`src/rtl/qsim_pkg.sv`:
```
`default_nettype none

package qsim_pkg;

  // ----------------------------------------
  // Widths and limits
  // ----------------------------------------
  localparam int MEM_DATA_W = 64;
  localparam int MEM_ADDR_W = 16;
  localparam int PART_W     = 32;
  localparam int FRAC_BITS  = 16;
  localparam int MAX_QUBITS = 4;
  localparam int MAX_STATES = 16;
  localparam int IDX_W      = 5;
  localparam int GATE_W     = 16;

  // Complex amplitude in Q16.16, real part in the upper half
  typedef struct packed {
    logic [PART_W-1:0] re;
    logic [PART_W-1:0] im;
  } sample_t;

  // Word at input address 0
  typedef struct packed {
    logic [MEM_DATA_W/2-1:0] qubits;
    logic [MEM_DATA_W/2-1:0] gates;
  } header_t;

  // Same input word seen as header or as amplitude
  typedef union packed {
    header_t hdr;
    sample_t sample;
  } mem_word_u;

  // Run phases
  typedef enum logic [2:0] {
    idle,
    read_header,
    load_state,
    compute,
    write_out,
    finish
  } phase_t;

endpackage

`default_nettype wire
```
`src/rtl/qsim_ctrl.sv`:
```
`default_nettype none
`timescale 1ns/100ps

module qsim_ctrl (
  input  logic             clk,
  input  logic             reset_n,
  input  logic             dut_valid,
  input  logic             load_last,
  input  logic             gate_last,
  input  logic             compute_last,
  input  logic             write_last,
  output qsim_pkg::phase_t phase,
  output logic             dut_ready
);

  import qsim_pkg::*;

  phase_t phase_next;
  logic   start;
  logic   header_wait;

  // Handshake accepted only while ready is shown
  assign start = dut_valid && dut_ready;

  // ----------------------------------------
  // Next phase
  // ----------------------------------------
  always_comb begin
    phase_next = phase;
    case (phase)
      idle: begin
        if (start) begin
          phase_next = read_header;
        end
      end
      read_header: begin
        // Header word needs two cycles to come back
        if (header_wait) begin
          phase_next = load_state;
        end
      end
      load_state: begin
        if (load_last) begin
          phase_next = compute;
        end
      end
      compute: begin
        // Leave once the final gate has been folded back
        if (gate_last && compute_last) begin
          phase_next = write_out;
        end
      end
      write_out: begin
        if (write_last) begin
          phase_next = finish;
        end
      end
      finish: begin
        phase_next = idle;
      end
      default: begin
        phase_next = idle;
      end
    endcase
  end

  // ----------------------------------------
  // Phase and ready registers
  // ----------------------------------------
  always_ff @(posedge clk) begin
    if (!reset_n) begin
      phase       <= idle;
      header_wait <= 1'b0;
      dut_ready   <= 1'b0;
    end else begin
      phase       <= phase_next;
      header_wait <= (phase == read_header) && !header_wait;
      // Drop at the accepting edge, rise again after the last write
      dut_ready   <= ((phase == idle) && !start) || (phase == finish);
    end
  end

endmodule

`default_nettype wire

```
`config.mk`:
```
export PLATFORM = sky130hd
export DESIGN_NAME = qsim_ctrl
export DESIGN_NICKNAME = d
export VERILOG_FILES = /design/src/rtl/qsim_pkg.sv /design/src/rtl/qsim_ctrl.sv
export SDC_FILE = /design/constraint.sdc
export NUM_CORES = 1
export LEC_CHECK = 0
export BUFFER_PORTS_ARGS = -buffer_cell sky130_fd_sc_hd__buf_4
export CAP_MARGIN = 10
export CORE_AREA = 2 2 39 41
export CTS_BUF_LIST = sky130_fd_sc_hd__clkbuf_4
export DETAILED_ROUTE_END_ITERATION = 10
export DIE_AREA = 0 0 41 43
export GPL_ROUTABILITY_DRIVEN = 1
export PLACE_DENSITY = 0.52
export SLEW_MARGIN = 30
export SYNTH_ARGS = -nofsm -noshare
export SYNTH_HDL_FRONTEND = slang
export SYNTH_SLANG_ARGS = --single-unit
```
`constraint.sdc`:
```
create_clock -name clk -period 1.6 [get_ports clk]
set_clock_uncertainty 0.1 [all_clocks]
set_input_delay 0.16 -clock clk [delete_from_list [all_inputs] [get_ports clk]]
set_output_delay 0.16 -clock clk [all_outputs]
set_load 0.01 [all_outputs]
```
Word-level counts from Yosys, hierarchy flattened
Index checks and enable logic that the tools add are counted.
{"block": "word_totals", "reg_bits": 5, "inputBits": 7}
{"block": "op_classes", "n_eq_ne": 10, "n_mux": 6, "reduce_logical": 9}
{"cell": "$mux W3", "n": 5}
{"cell": "$pmux W3 S5", "n": 1}
{"cell": "$ne A2 B2 Y1 const B", "n": 5}
{"cell": "$eq A3 B2 Y1 const B", "n": 2}
{"cell": "$eq A3 B3 Y1 const B", "n": 2}
{"cell": "$reduce_and A5 Y1", "n": 1}
{"cell": "$logic_and A1 B1 Y1", "n": 4}
{"cell": "$eq A3 B1 Y1 const B", "n": 1}
{"cell": "$logic_not A3 Y1", "n": 1}
{"cell": "$logic_not A1 Y1", "n": 2}
{"cell": "$logic_or A1 B1 Y1", "n": 1}

Longest topological paths before layout
{"block": "depth", "word_depth": 4, "mapped_depth": 5, "mapped_depth_nobuf": 4}

Worst setup path before layout
No wires, ideal clock.
{"block": "synth_path", "path_kind": "register to register", "from": "register phase[0]", "to": "register phase[2]", "path_slack_ps": 164, "required_time_ps": 1378, "period_less_slack_ps": 1436, "path_stages_with_launch": 6, "arrival_time_ps": 1214, "cell_sequence": "dfxtp_1 buf_6 nor2b_1 a31oi_2 nand2_1 o311a_1"}
{"block": "synth_via", "elab_chain_len": 3, "elab_cells_between_ends": 12, "classes_between": "eq/ne: 9; mux: 1; reduce/logical: 2"}
{"item": "start, declared", "line_no": "qsim_ctrl.sv:12", "text": "output qsim_pkg::phase_t phase,"}
{"item": "start signal, assigned", "line_no": "qsim_ctrl.sv:72", "text": "phase <= idle;"}
{"item": "start signal, assigned", "line_no": "qsim_ctrl.sv:76", "text": "phase <= phase_next;"}
{"item": "$eq A3 B2 Y1, or another cell as far along", "line_no": "qsim_ctrl.sv:30", "text": "case (phase)"}
{"item": "$ne A2 B2 Y1 (no line)"}
{"item": "$reduce_and A5 Y1 (no line)"}
Several ways; a longest one is shown, not always the timed one.
A chain may end at the register's enable or synchronous reset.

Worst setup path in the final report
Same ends and word-level chain as after synthesis.

==> metrics.cfg <==
[sta]
tns_ns=0
slew_viol_final=0
holdWs_ns=0.06831
tightest_slew_ns=0.3441
finalSetupViolations=0
fin_ws_ns=0.1791
rsz0062_at_grt=no
finalHoldViolations=0
relSlewSlack_pct=77.06
max_freq_mhz=703.8
post-route-min-period_ns=1.421
period_share_pct=88.80

[routing]
vias=303
drc=0
antenna_left=0
wl_um=664
wl_per_cell_um=9.910
viasPerCell=4.522
drtIter0Drc=2
first_pass_iters=2

[clock_network]
root_buffer=clkbuf_4
cts.path.max_buffers=2
cts_sinks=5
clock_latency_ns=0.24
hold_buffers=0
h-tree-depth=1
cts_tree=built
cts_made_buffers=3
clkTransAtPathRegs_ns=0.05
post_cts_buffers=0

[pwr]
vdd_ir_drop_max_mv=0.7566
seqPwrFrac_pct=28.2
finalPower_mw=0.9584
swShare_pct=36.92
power.switching_mw=0.3538
cellPowerDensity_mw_per_mm2=2000
p_comb_share_pct=54.9
p_int_mw=0.6046
p_clk_share_pct=16.9
leakage_nw=0.1968

[global_routing]
grt_max_degree=11
grt_pass1_wl_mm=1.179
grt_overflow=0
antenna_found_initial=0
grt_pass1_vias=285
track_usage_pct=10.22

[die]
dieArea_mm2=0.001763
die_w_um=41
rows=14
pin_count=11
start_util_pct=26.22
dieHeight_um=43
core_mm2=0.001384

[place]
dpl.hpwl_um=567.1
portBuffers=10
pre_cts_ws_ns=0.06330
gp_congestion=0.6580
place_inst=63

[synthesis]
netlist_instances=37
ys_seq_area_share_pct=27.59
synth-seq-cells=5
synth_area_um2=362.8
synthTopCellsByArea=dfxtp_1 28%, buf_6 9.3%, a2111oi_4 7.6%
synth_largest_area_cell=dfxtp_1
syn_avg_cell_area_um2=9.807
yosys.cell_types.count=23
syn-num-nets=44
yosys_warnings=0
synth_top_area_share_pct=27.59

[worst_setup_path]
rr_endpoint=phase[2]
critPathMaxStageDelay_ns=0.37
worstPathMaxFanout=6
r2r_slack_ns=0.18
crit_required_ns=1.62
critPathTopFamily=compound AO/OA/AOI/OAI gates
cp_slowest_cell=dfxtp_1
path_buf_inv=0
r2r_start=phase[0]
worstPathArrival_ns=1.44
worst-setup-path-type=reg -> reg
r2r_cells=4
startpoint_type=flip-flop
cp_cell_sequence=nor2b_1 > a31oi_2 > nand2_1 > o311a_1
end_kind=flip-flop

[worst_hold_path]
min_from=reset_n
min_path_cells=2
hp-class=in -> reg
holdPathEnd=phase[0]

[cells_and_area]
antenna-diode-count=0
final_cell_count_no_fill=67
fillers=141
layout-drive-gt1-share_pct=49.02
nNetsFinal=59
syn_to_final_growth_pct=32.07

[outcome]
status=finished, final reports clean

[job]
cap_viol_max_count=0

## cell usage after synthesis, drive strengths merged
cell,instances
a2111oi,1
a21o,1
a21oi,1
a31oi,2
and2,1
and4,1
buf,3
dfxtp,5
inv,1
mux2i,1
nand2,3
nand2b,2
nand3,2
nor2,2
nor2b,3
nor3b,4
o21bai,1
o311a,1
o31ai,1
xnor2,1
## placed cells by master, fill, tap and decap left out, drive strengths merged, types with 2 or more instances in the layout
cell type  netlist  layout
clkbuf           0       4
nand2b           2       2
nor2b            3       3
a31oi            2       2
dfxtp            5       5
nor3b            4       4
nand2            3       3
nand3            2       2
nor2             2       2
buf              3      13
## worst max-delay path by stage
stage	start	to	slack (ns)	cells past startpoint
after floorplan	phase[0]	phase[2]	0.16	5
after global placement	phase[2]	phase[2]	0.06	4
after detailed placement	phase[2]	phase[2]	0.06	4
after CTS	phase[2]	phase[2]	0.05	4
after global routing	phase[0]	phase[2]	0.09	4
final	phase[0]	phase[2]	0.18	4
## registers in the layout (all words and copies together) (netlist names)
signal       count
phase            3
dut_ready        1
header_wait      1
## final cells by class
type	instances	area (um2)	share of cell area [%]
Clock buffer	4	30.03	6.266
Inverter	1	3.754	0.7833
Multi-Input combinational cell	28	225.2	47.00
Sequential cell	5	102.6	21.41
Tap cell	16	20.02	4.178
Timing Repair Buffer	13	97.59	20.37
## kinds of logic after synthesis
logic type                after synthesis  share of synthesized area (%)
buffers and inverters                   4                          10.34
AOI/OAI and AO/OA                       8                          24.48
muxes                                   1                          2.759
and+or+nand+nor                        18                          32.42
DFF                                     5                          27.59
xor gates and xnor gates                1                          2.414
## layer usage
| layer | global-route usage (%) | wire (um) | up-vias | share of wire (%) |
|---|---|---|---|---|
| li1 | - | - | 159 | - |
| met1 | 10.54 | 285 | 136 | 43 |
| met2 | 15.94 | 336 | 8 | 51 |
| met3 | 7.853 | 42 | 0 | 6.3 |
| met4 | 2.000 | 0 | 0 | 0 |
| met5 | 0 | 0 | - | 0 |
## stage by stage
stage / utilization, % / cell area, um2
2_1_floorplan: - / 362.8
3_3_place_gp: 32.28 / 446.7
3_5_place_dp: 32.28 / 446.7
4_1_cts: 34.45 / 476.7
5_1_grt: 34.63 / 479.2
6_report: 34.63 / 479.2
## power groups by stage
stage                     Sequential [mW]  Clock (mW)  Combinational (mW)
final                               0.270       0.162               0.526
after global routing                0.286       0.183               0.583
after CTS                           0.268       0.169               0.532
after detailed placement            0.270           0               0.530
after global placement              0.273           0               0.536
after floorplan                     0.241           0               0.444
## what timing repair did
action	4_1_cts	5_1_grt
endpoints found under the hold margin	0	0
endpoints found under the setup margin	0	1
resized for setup	0	2
(Power assumes the default switching activity.)
