$ cat src/rtl/qsim_pkg.sv
`default_nettype none

package qsim_pkg;

  // ----------------------------------------
  // Widths and limits
  // ----------------------------------------
  localparam int MEM_DATA_W = 64;
  localparam int MEM_ADDR_W = 16;
  localparam int PART_W     = 32;
  localparam int FRAC_BITS  = 16;
  localparam int MAX_QUBITS = 4;
  localparam int MAX_STATES = 16;
  localparam int IDX_W      = 5;
  localparam int GATE_W     = 16;

  // Complex amplitude in Q16.16, real part in the upper half
  typedef struct packed {
    logic [PART_W-1:0] re;
    logic [PART_W-1:0] im;
  } sample_t;

  // Word at input address 0
  typedef struct packed {
    logic [MEM_DATA_W/2-1:0] qubits;
    logic [MEM_DATA_W/2-1:0] gates;
  } header_t;

  // Same input word seen as header or as amplitude
  typedef union packed {
    header_t hdr;
    sample_t sample;
  } mem_word_u;

  // Run phases
  typedef enum logic [2:0] {
    idle,
    read_header,
    load_state,
    compute,
    write_out,
    finish
  } phase_t;

endpackage

`default_nettype wire
$ cat src/rtl/qsim_index_counter.sv
`default_nettype none
`timescale 1ns/100ps

module qsim_index_counter (
  input  logic                                clk,
  input  logic                                reset_n,
  input  qsim_pkg::phase_t                    phase,
  input  qsim_pkg::mem_word_u                 in_read_data,
  output logic [qsim_pkg::MEM_ADDR_W-1:0]     in_read_address,
  output logic [qsim_pkg::MEM_ADDR_W-1:0]     gate_read_address,
  output logic [qsim_pkg::MEM_ADDR_W-1:0]     out_write_address,
  output logic                                out_write_enable,
  output logic [qsim_pkg::IDX_W-1:0]          col_index,
  output logic [qsim_pkg::IDX_W-1:0]          row_index,
  output logic                                load_last,
  output logic                                row_start,
  output logic                                row_last,
  output logic                                gate_last,
  output logic                                compute_last,
  output logic                                write_last
);

  import qsim_pkg::*;

  logic [IDX_W-1:0]  q_size;
  logic [IDX_W-1:0]  q_size_in;
  logic [IDX_W-1:0]  q_last;
  logic [GATE_W-1:0] m_count;
  logic [GATE_W-1:0] gate_count;
  logic              draining;
  logic [1:0]        drain_count;
  logic              issuing;
  logic              col_wrap;
  logic              row_wrap;

  // Q = 2^qubits, capped at the largest supported vector
  always_comb begin
    if (in_read_data.hdr.qubits > MAX_QUBITS) begin
      q_size_in = IDX_W'(MAX_STATES);
    end else begin
      q_size_in = IDX_W'(1) << in_read_data.hdr.qubits;
    end
  end

  assign q_last   = q_size - 1'b1;
  assign col_wrap = (col_index == q_last);
  assign row_wrap = (row_index == q_last);
  assign issuing  = (phase == compute) && !draining && (m_count != '0);

  // ----------------------------------------
  // Phase end flags
  // ----------------------------------------
  assign load_last    = (phase == load_state) && (col_index == q_size);
  // Pipeline drained and last row written, or nothing to apply
  assign gate_last    = (draining && (drain_count == 2'd3)) ||
                        ((phase == compute) && (m_count == '0));
  assign compute_last = (phase == compute) &&
                        ((m_count == '0) || (gate_count == m_count - 1'b1));
  assign write_last   = (phase == write_out) && col_wrap;

  always_ff @(posedge clk) begin
    if (!reset_n) begin
      in_read_address   <= '0;
      gate_read_address <= '0;
      out_write_address <= '0;
      out_write_enable  <= 1'b0;
      col_index         <= '0;
      row_index         <= '0;
      row_start         <= 1'b0;
      row_last          <= 1'b0;
      q_size            <= '0;
      m_count           <= '0;
      gate_count        <= '0;
      draining          <= 1'b0;
      drain_count       <= '0;
    end else begin
      // Row flags line up with the gate data, one cycle after the address
      row_start        <= issuing && (col_index == '0);
      row_last         <= issuing && col_wrap;
      out_write_enable <= (phase == write_out);
      case (phase)
        idle: begin
          in_read_address   <= '0;
          gate_read_address <= '0;
          col_index         <= '0;
          row_index         <= '0;
          gate_count        <= '0;
          draining          <= 1'b0;
          drain_count       <= '0;
        end
        read_header: begin
          q_size          <= q_size_in;
          m_count         <= in_read_data.hdr.gates[GATE_W-1:0];
          in_read_address <= MEM_ADDR_W'(1);
          col_index       <= '0;
        end
        load_state: begin
          in_read_address <= in_read_address + 1'b1;
          col_index       <= load_last ? '0 : col_index + 1'b1;
        end
        compute: begin
          if (issuing) begin
            // Gate entries are stored in exactly the order they are used
            gate_read_address <= gate_read_address + 1'b1;
            col_index         <= col_wrap ? '0 : col_index + 1'b1;
            if (col_wrap) begin
              row_index <= row_wrap ? '0 : row_index + 1'b1;
              draining  <= row_wrap;
            end
          end else if (draining) begin
            drain_count <= drain_count + 1'b1;
            if (gate_last) begin
              draining   <= 1'b0;
              gate_count <= gate_count + 1'b1;
            end
          end
        end
        write_out: begin
          out_write_address <= MEM_ADDR_W'(col_index);
          col_index         <= col_index + 1'b1;
        end
        default: begin
        end
      endcase
    end
  end

endmodule

`default_nettype wire

$ cat config.mk
export PLATFORM = sky130hd
export DESIGN_NAME = qsim_index_counter
export DESIGN_NICKNAME = d
export VERILOG_FILES = /design/src/rtl/qsim_pkg.sv /design/src/rtl/qsim_index_counter.sv
export SDC_FILE = /design/constraint.sdc
export NUM_CORES = 1
export LEC_CHECK = 0
export BUFFER_PORTS_ARGS = -buffer_cell sky130_fd_sc_hd__buf_4
export CAP_MARGIN = 25
export CORE_MARGIN = 2
export CORE_UTILIZATION = 40
export DETAILED_ROUTE_END_ITERATION = 8
export RECOVER_POWER = 25
export SYNTH_ARGS = -nofsm -noshare
export SYNTH_HDL_FRONTEND = slang
export SYNTH_SLANG_ARGS = --single-unit
$ cat constraint.sdc
create_clock -name clk -period 6.1 [get_ports clk]
set_input_delay 1.22 -clock clk [delete_from_list [all_inputs] [get_ports clk]]
set_output_delay 1.22 -clock clk [all_outputs]
set_load 0.03 [all_outputs]
# Word-level counts from Yosys, hierarchy flattened
# Cells that the tools add are included.
[op_classes] muxes=24 bitwise_logic=0 order_cmp=1 n_shift=1 add_sub_neg=8 n_reduce_logical=26 n_eq_ne=15 n_mul=0 div_mod_pow=0
[ops] op="$mux W16" count=4
[ops] op="$pmux W16 S2" count=2
[ops] op="$add A16 B1 Y16 const B" count=3
[ops] op="$pmux W16 S3" count=1
[ops] op="$mux W5" count=7
[ops] op="$gt A32 B3 Y1 const B" count=1
[ops] op="$shl A1 B32 Y5 const A" count=1
[ops] op="$pmux W5 S4" count=1
[ops] op="$eq A16 B16 Y1" count=1
[ops] op="$logic_not A16 Y1" count=1
[ops] op="$reduce_bool A16 Y1" count=1
[ops] op="$sub A16 B1 Y16 const B" count=1
[ops] op="$eq A5 B5 Y1" count=3
[ops] op="$add A5 B1 Y5 const B" count=2
[ops] op="$ne A2 B2 Y1 const B" count=5
[ops] op="$pmux W5 S2" count=1
[ops] op="$logic_and A1 B1 Y1" count=9
[ops] op="$eq A3 B2 Y1 const B" count=2
[ops] op="$reduce_and A2 Y1" count=3
[ops] op="$reduce_and A3 Y1" count=2
[ops] op="$logic_not A5 Y1" count=1
[ops] op="$sub A5 B1 Y5 const B" count=1
[ops] op="$mux W1" count=4
[ops] op="$mux W2" count=2
[ops] op="15 further kinds" count=16
[totals] memories=0 elab_cells=88 latch_bits=0 mem_bits_rw=0 reg_bits=90 romBits=0

# Depth between registers and ports, before layout
[depth] depth_word=7 mapped_depth=9 ltp_nobuf=8

# Worst setup path before layout
# No wires, ideal clock.
[synth_path] path_kind="input-to-output" from="input port phase[2]" to="output port compute_last" slack_ps=1991 t_required_ps=4880 t_arrival_ps=2889 path_stages=7 path_cell_list="and3b_1 > clkbuf_1 > nand3_1 > a211o_1 > a311oi_2 > nand4_1 > o31ai_2"
[synth_via] elab_chain_len=2
[synth_lines] element="start, declared" line="qsim_index_counter.sv:7" text="input qsim_pkg::phase_t phase,"
[synth_lines] element="$eq A3 B2 Y1" line="qsim_index_counter.sv:57" text="assign compute_last = (phase == compute) &&"
[synth_lines] element="$logic_and A1 B1 Y1" line="qsim_index_counter.sv:57"
[synth_lines] element="end, declared" line="qsim_index_counter.sv:19" text="output logic compute_last,"
# No other way between the ends.

# Worst setup path after layout
[layout_path] from="register m_count[0]" to="output port compute_last"
[layout_via] elab_chain_len=4
[layout_lines] element="start, declared" line="qsim_index_counter.sv:28" text="logic [GATE_W-1:0] m_count;"
[layout_lines] element="start signal, assigned" line="qsim_index_counter.sv:93" text="m_count <= in_read_data.hdr.gates[GATE_W-1:0];"
[layout_lines] element="$sub A16 B1 Y16" line="qsim_index_counter.sv:58" text="((m_count == '0) || (gate_count == m_count - 1'b1));"
[layout_lines] element="$eq A16 B16 Y1" line="qsim_index_counter.sv:58"
[layout_lines] element="$logic_or A1 B1 Y1 (*)" line="qsim_index_counter.sv:58"
[layout_lines] element="$logic_and A1 B1 Y1 (*)" line="qsim_index_counter.sv:57"
# Every way passes the cells marked *; elsewhere a longest branch is shown, timed or not.

==> flow_metrics.tcl <==
set metrics [dict create \
    num_vias 4880 \
    drc 0 \
    grt_pass1_wl_um 21600 \
    period_needed_ps 4440 \
    power_frac_seq 0.458 \
    clkPwrFrac 0.421 \
    synth_top_cells_by_count "dfxtp_1 (90), nand2_1 (86), nor2_1 (58)" \
    die_w_um 117 \
    start_kind "register" \
    synth.avg_cell_area_um2 7.82 \
    grt_start_max_net_pins 40 \
    synth-seq-cells 90 \
    antenna_found_initial 0 \
    yosysUniqueCellTypes 60 \
    nets 816 \
    path_buf_inv 2 \
    fmax_mhz 225 \
    finish.utilization 0.497 \
    synthArstFlopShare 0 \
    run_status "finished, violations left" \
    detail_route.wl_per_cell_um 14.5 \
    switchingPower_w 0.000344 \
    finalHoldViolations 0 \
    crit_type "reg2out" \
    crit_path_top_delay_cell "nor3b_1" \
    cap_violations 1 \
    dieArea_um2 13600 \
    routed_wl_um 13200 \
    p_comb_frac 0.121 \
    io_buffers 106 \
    period_share 0.727 \
    vdd_drop_max_v 0.000104 \
    nFillCells 1295 \
    grt_pass1_vias 4514 \
    clock-sinks 90 \
    antenna_cells 0 \
    cts_root_buffer "clkbuf_16" \
    num_io_pins 134 \
    swShare 0.261 \
    drt-initial-drc-count 275 \
    syn_area_um2 5090 \
    finalPower_w 0.00132 \
    max_slew_margin -0.223 \
    start_util 0.407 \
    syn_inst 651 \
    maxSlewViolCount 40 \
    skew_ps 8.28 \
    grt_remaining_overflow 0 \
    yosysTopAreaCell "dfxtp_1" \
    post-place-ws_ps 1710 \
    setup_tns_ps 0 \
    ant_nets 0 \
    die_y_um 117 \
    cp_slowest_stage_delay_ps 910 \
    grt_use_total 0.198 \
    core_um2 12500 \
    synth_area_leaders "dfxtp_1 (35%), nand2_1 (6.3%), xor2_1 (5.3%)" \
    p_leak_nw 2.38 \
    postCtsSetupRepairBufs 0 \
    gp_congestion 0.835 \
    crit_arrival_ps 3220 \
    yosys_warnings 0 \
    clk_latency_ps 350 \
    rows 41 \
    cts.reportedPaths.clkPinSlew_ps 60 \
    setup_ws_ps 1660 \
    detailed_place_hpwl_um 9710 \
    cts.htree.levels 3 \
    ys_seq_area_frac 0.354 \
    drive_gt1_frac 0.171 \
    post_cts_resized 0 \
    worst_slew_pin_slew_ps 1830 \
    setup_violations 0 \
    end_kind "primary output" \
    crit_top_cell "nand4_1" \
    hold_buffers 0 \
    area_growth_pct 22.2 \
    rsz0062_at_grt "no" \
    dr.pass1.iters 4 \
    hold_class "reg2reg" \
    cts_made_buffers 9 \
    yosysTopAreaCellShare 0.354 \
    p_per_area_nw_per_um2 212 \
    critical-path-top-delay-family "simple AND/OR/NAND/NOR gates" \
    required_ps 4880 \
    synth.most_common_cell "dfxtp_1" \
    synth_edf_count 0 \
    avgViaCountPerCell 5.34 \
    violations "max-capacitance violations, max-slew violations" \
    cts_tree "done" \
    cp_max_fo 7 \
    synthFlopType "dfxtp_1" \
    worstPathCellList "inv_1, ha_1, nor3b_1, xnor2_1, nand4_1, a311oi_2, nand4_1, o31ai_2, buf_4" \
    clockBufferDepth 2 \
    p_int_w 0.000974 \
]
==> state kept, by name, summed over array words and instances, names as in the netlist, 2 cells and up <==
signal	flops
gate_read_address	16
gate_count	16
drain_count	2
out_write_address	5
m_count	16
row_index	5
col_index	5
in_read_address	16
q_size	5
==> worst min-delay path, cell delays in order (launching register included) <==
cell and delay (ps):
dfxtp_1 310, nand2_1 50, a21oi_1 50
==> placed cells by master (no fill, tap or decap), drive strengths merged, types with 24 or more instances in the layout <==
cell type and instances:
a21oi 49, buf 95, clkbuf 24, dfxtp 90
nand2 86, nand3 34, nor2 58, nor3 25
xnor2 27, xor2 31
==> stage by stage <==
stage | std cells | cell area (um^2) | hold slack (ps)
floorplan | 661 | 5130 | 452
global placement | 896 | 5950 | 450
detailed placement | 896 | 5950 | 452
CTS | 912 | 6240 | 465
global route | 914 | 6220 | 472
finish | 914 | 6220 | 460
==> layout make-up <==
class / count / area [um^2] / area share
inverters: 13 / 48.8 / 0.00784
well taps: 172 / 215 / 0.0346
repair buffers: 110 / 790 / 0.127
clock inverters: 7 / 70.1 / 0.0113
flip-flops and latches: 90 / 1800 / 0.290
clock buffers: 9 / 225 / 0.0362
multi-input cells: 513 / 3070 / 0.494
==> worst paths after layout <==
| path | startpoint | cells past startpoint | slack (ps) | end |
|---|---|---|---|---|
| max reg2reg | m_count[0]$_SDFFE_PN0P_ | 8 | 3220 | col_index[4]$_SDFFE_PN0P_ |
| min reg2reg | out_write_address[0]$_SDFFE_PN0P_ | 2 | 460 | out_write_address[0]$_SDFFE_PN0P_ |
| min | out_write_address[0]$_SDFFE_PN0P_ | 2 | 460 | out_write_address[0]$_SDFFE_PN0P_ |
| max | m_count[0]$_SDFFE_PN0P_ | 9 | 1660 | compute_last |
==> cell families (layout without fill, tap and decap cells) <==
family	after synthesis	in the layout	share of synthesized area
and+or+nand+nor	306	306	0.305
buffers and inverters	58	139	0.0514
DFF	90	90	0.354
muxes	2	2	0.00418
AOI/OAI and AO/OA	126	126	0.160
xor gates and xnor gates	58	58	0.0998
adders and majority gates	10	10	0.0246
other	1	11	0.000736
==> power by group through the flow <==
stage | Clock (W) | Sequential (W) | Combinational, W
after floorplan | 0 | 0.000616 | 0.000108
after global placement | 0 | 0.000617 | 0.000153
after detailed placement | 0 | 0.000617 | 0.000157
after CTS | 0.000569 | 0.000603 | 0.000157
after global routing | 0.000594 | 0.000604 | 0.000177
final | 0.000555 | 0.000603 | 0.000160
==> routing by layer <==
| layer | global-route usage | wire [um] | vias to the layer above |
|---|---|---|---|
| met5 | 0 | 0 | - |
| met4 | 0.0753 | 201 | 0 |
| met3 | 0.0391 | 483 | 14 |
| met1 | 0.266 | 6340 | 2312 |
| li1 | - | - | 2477 |
| met2 | 0.316 | 6210 | 77 |
Power figures use the tool's default switching activity.
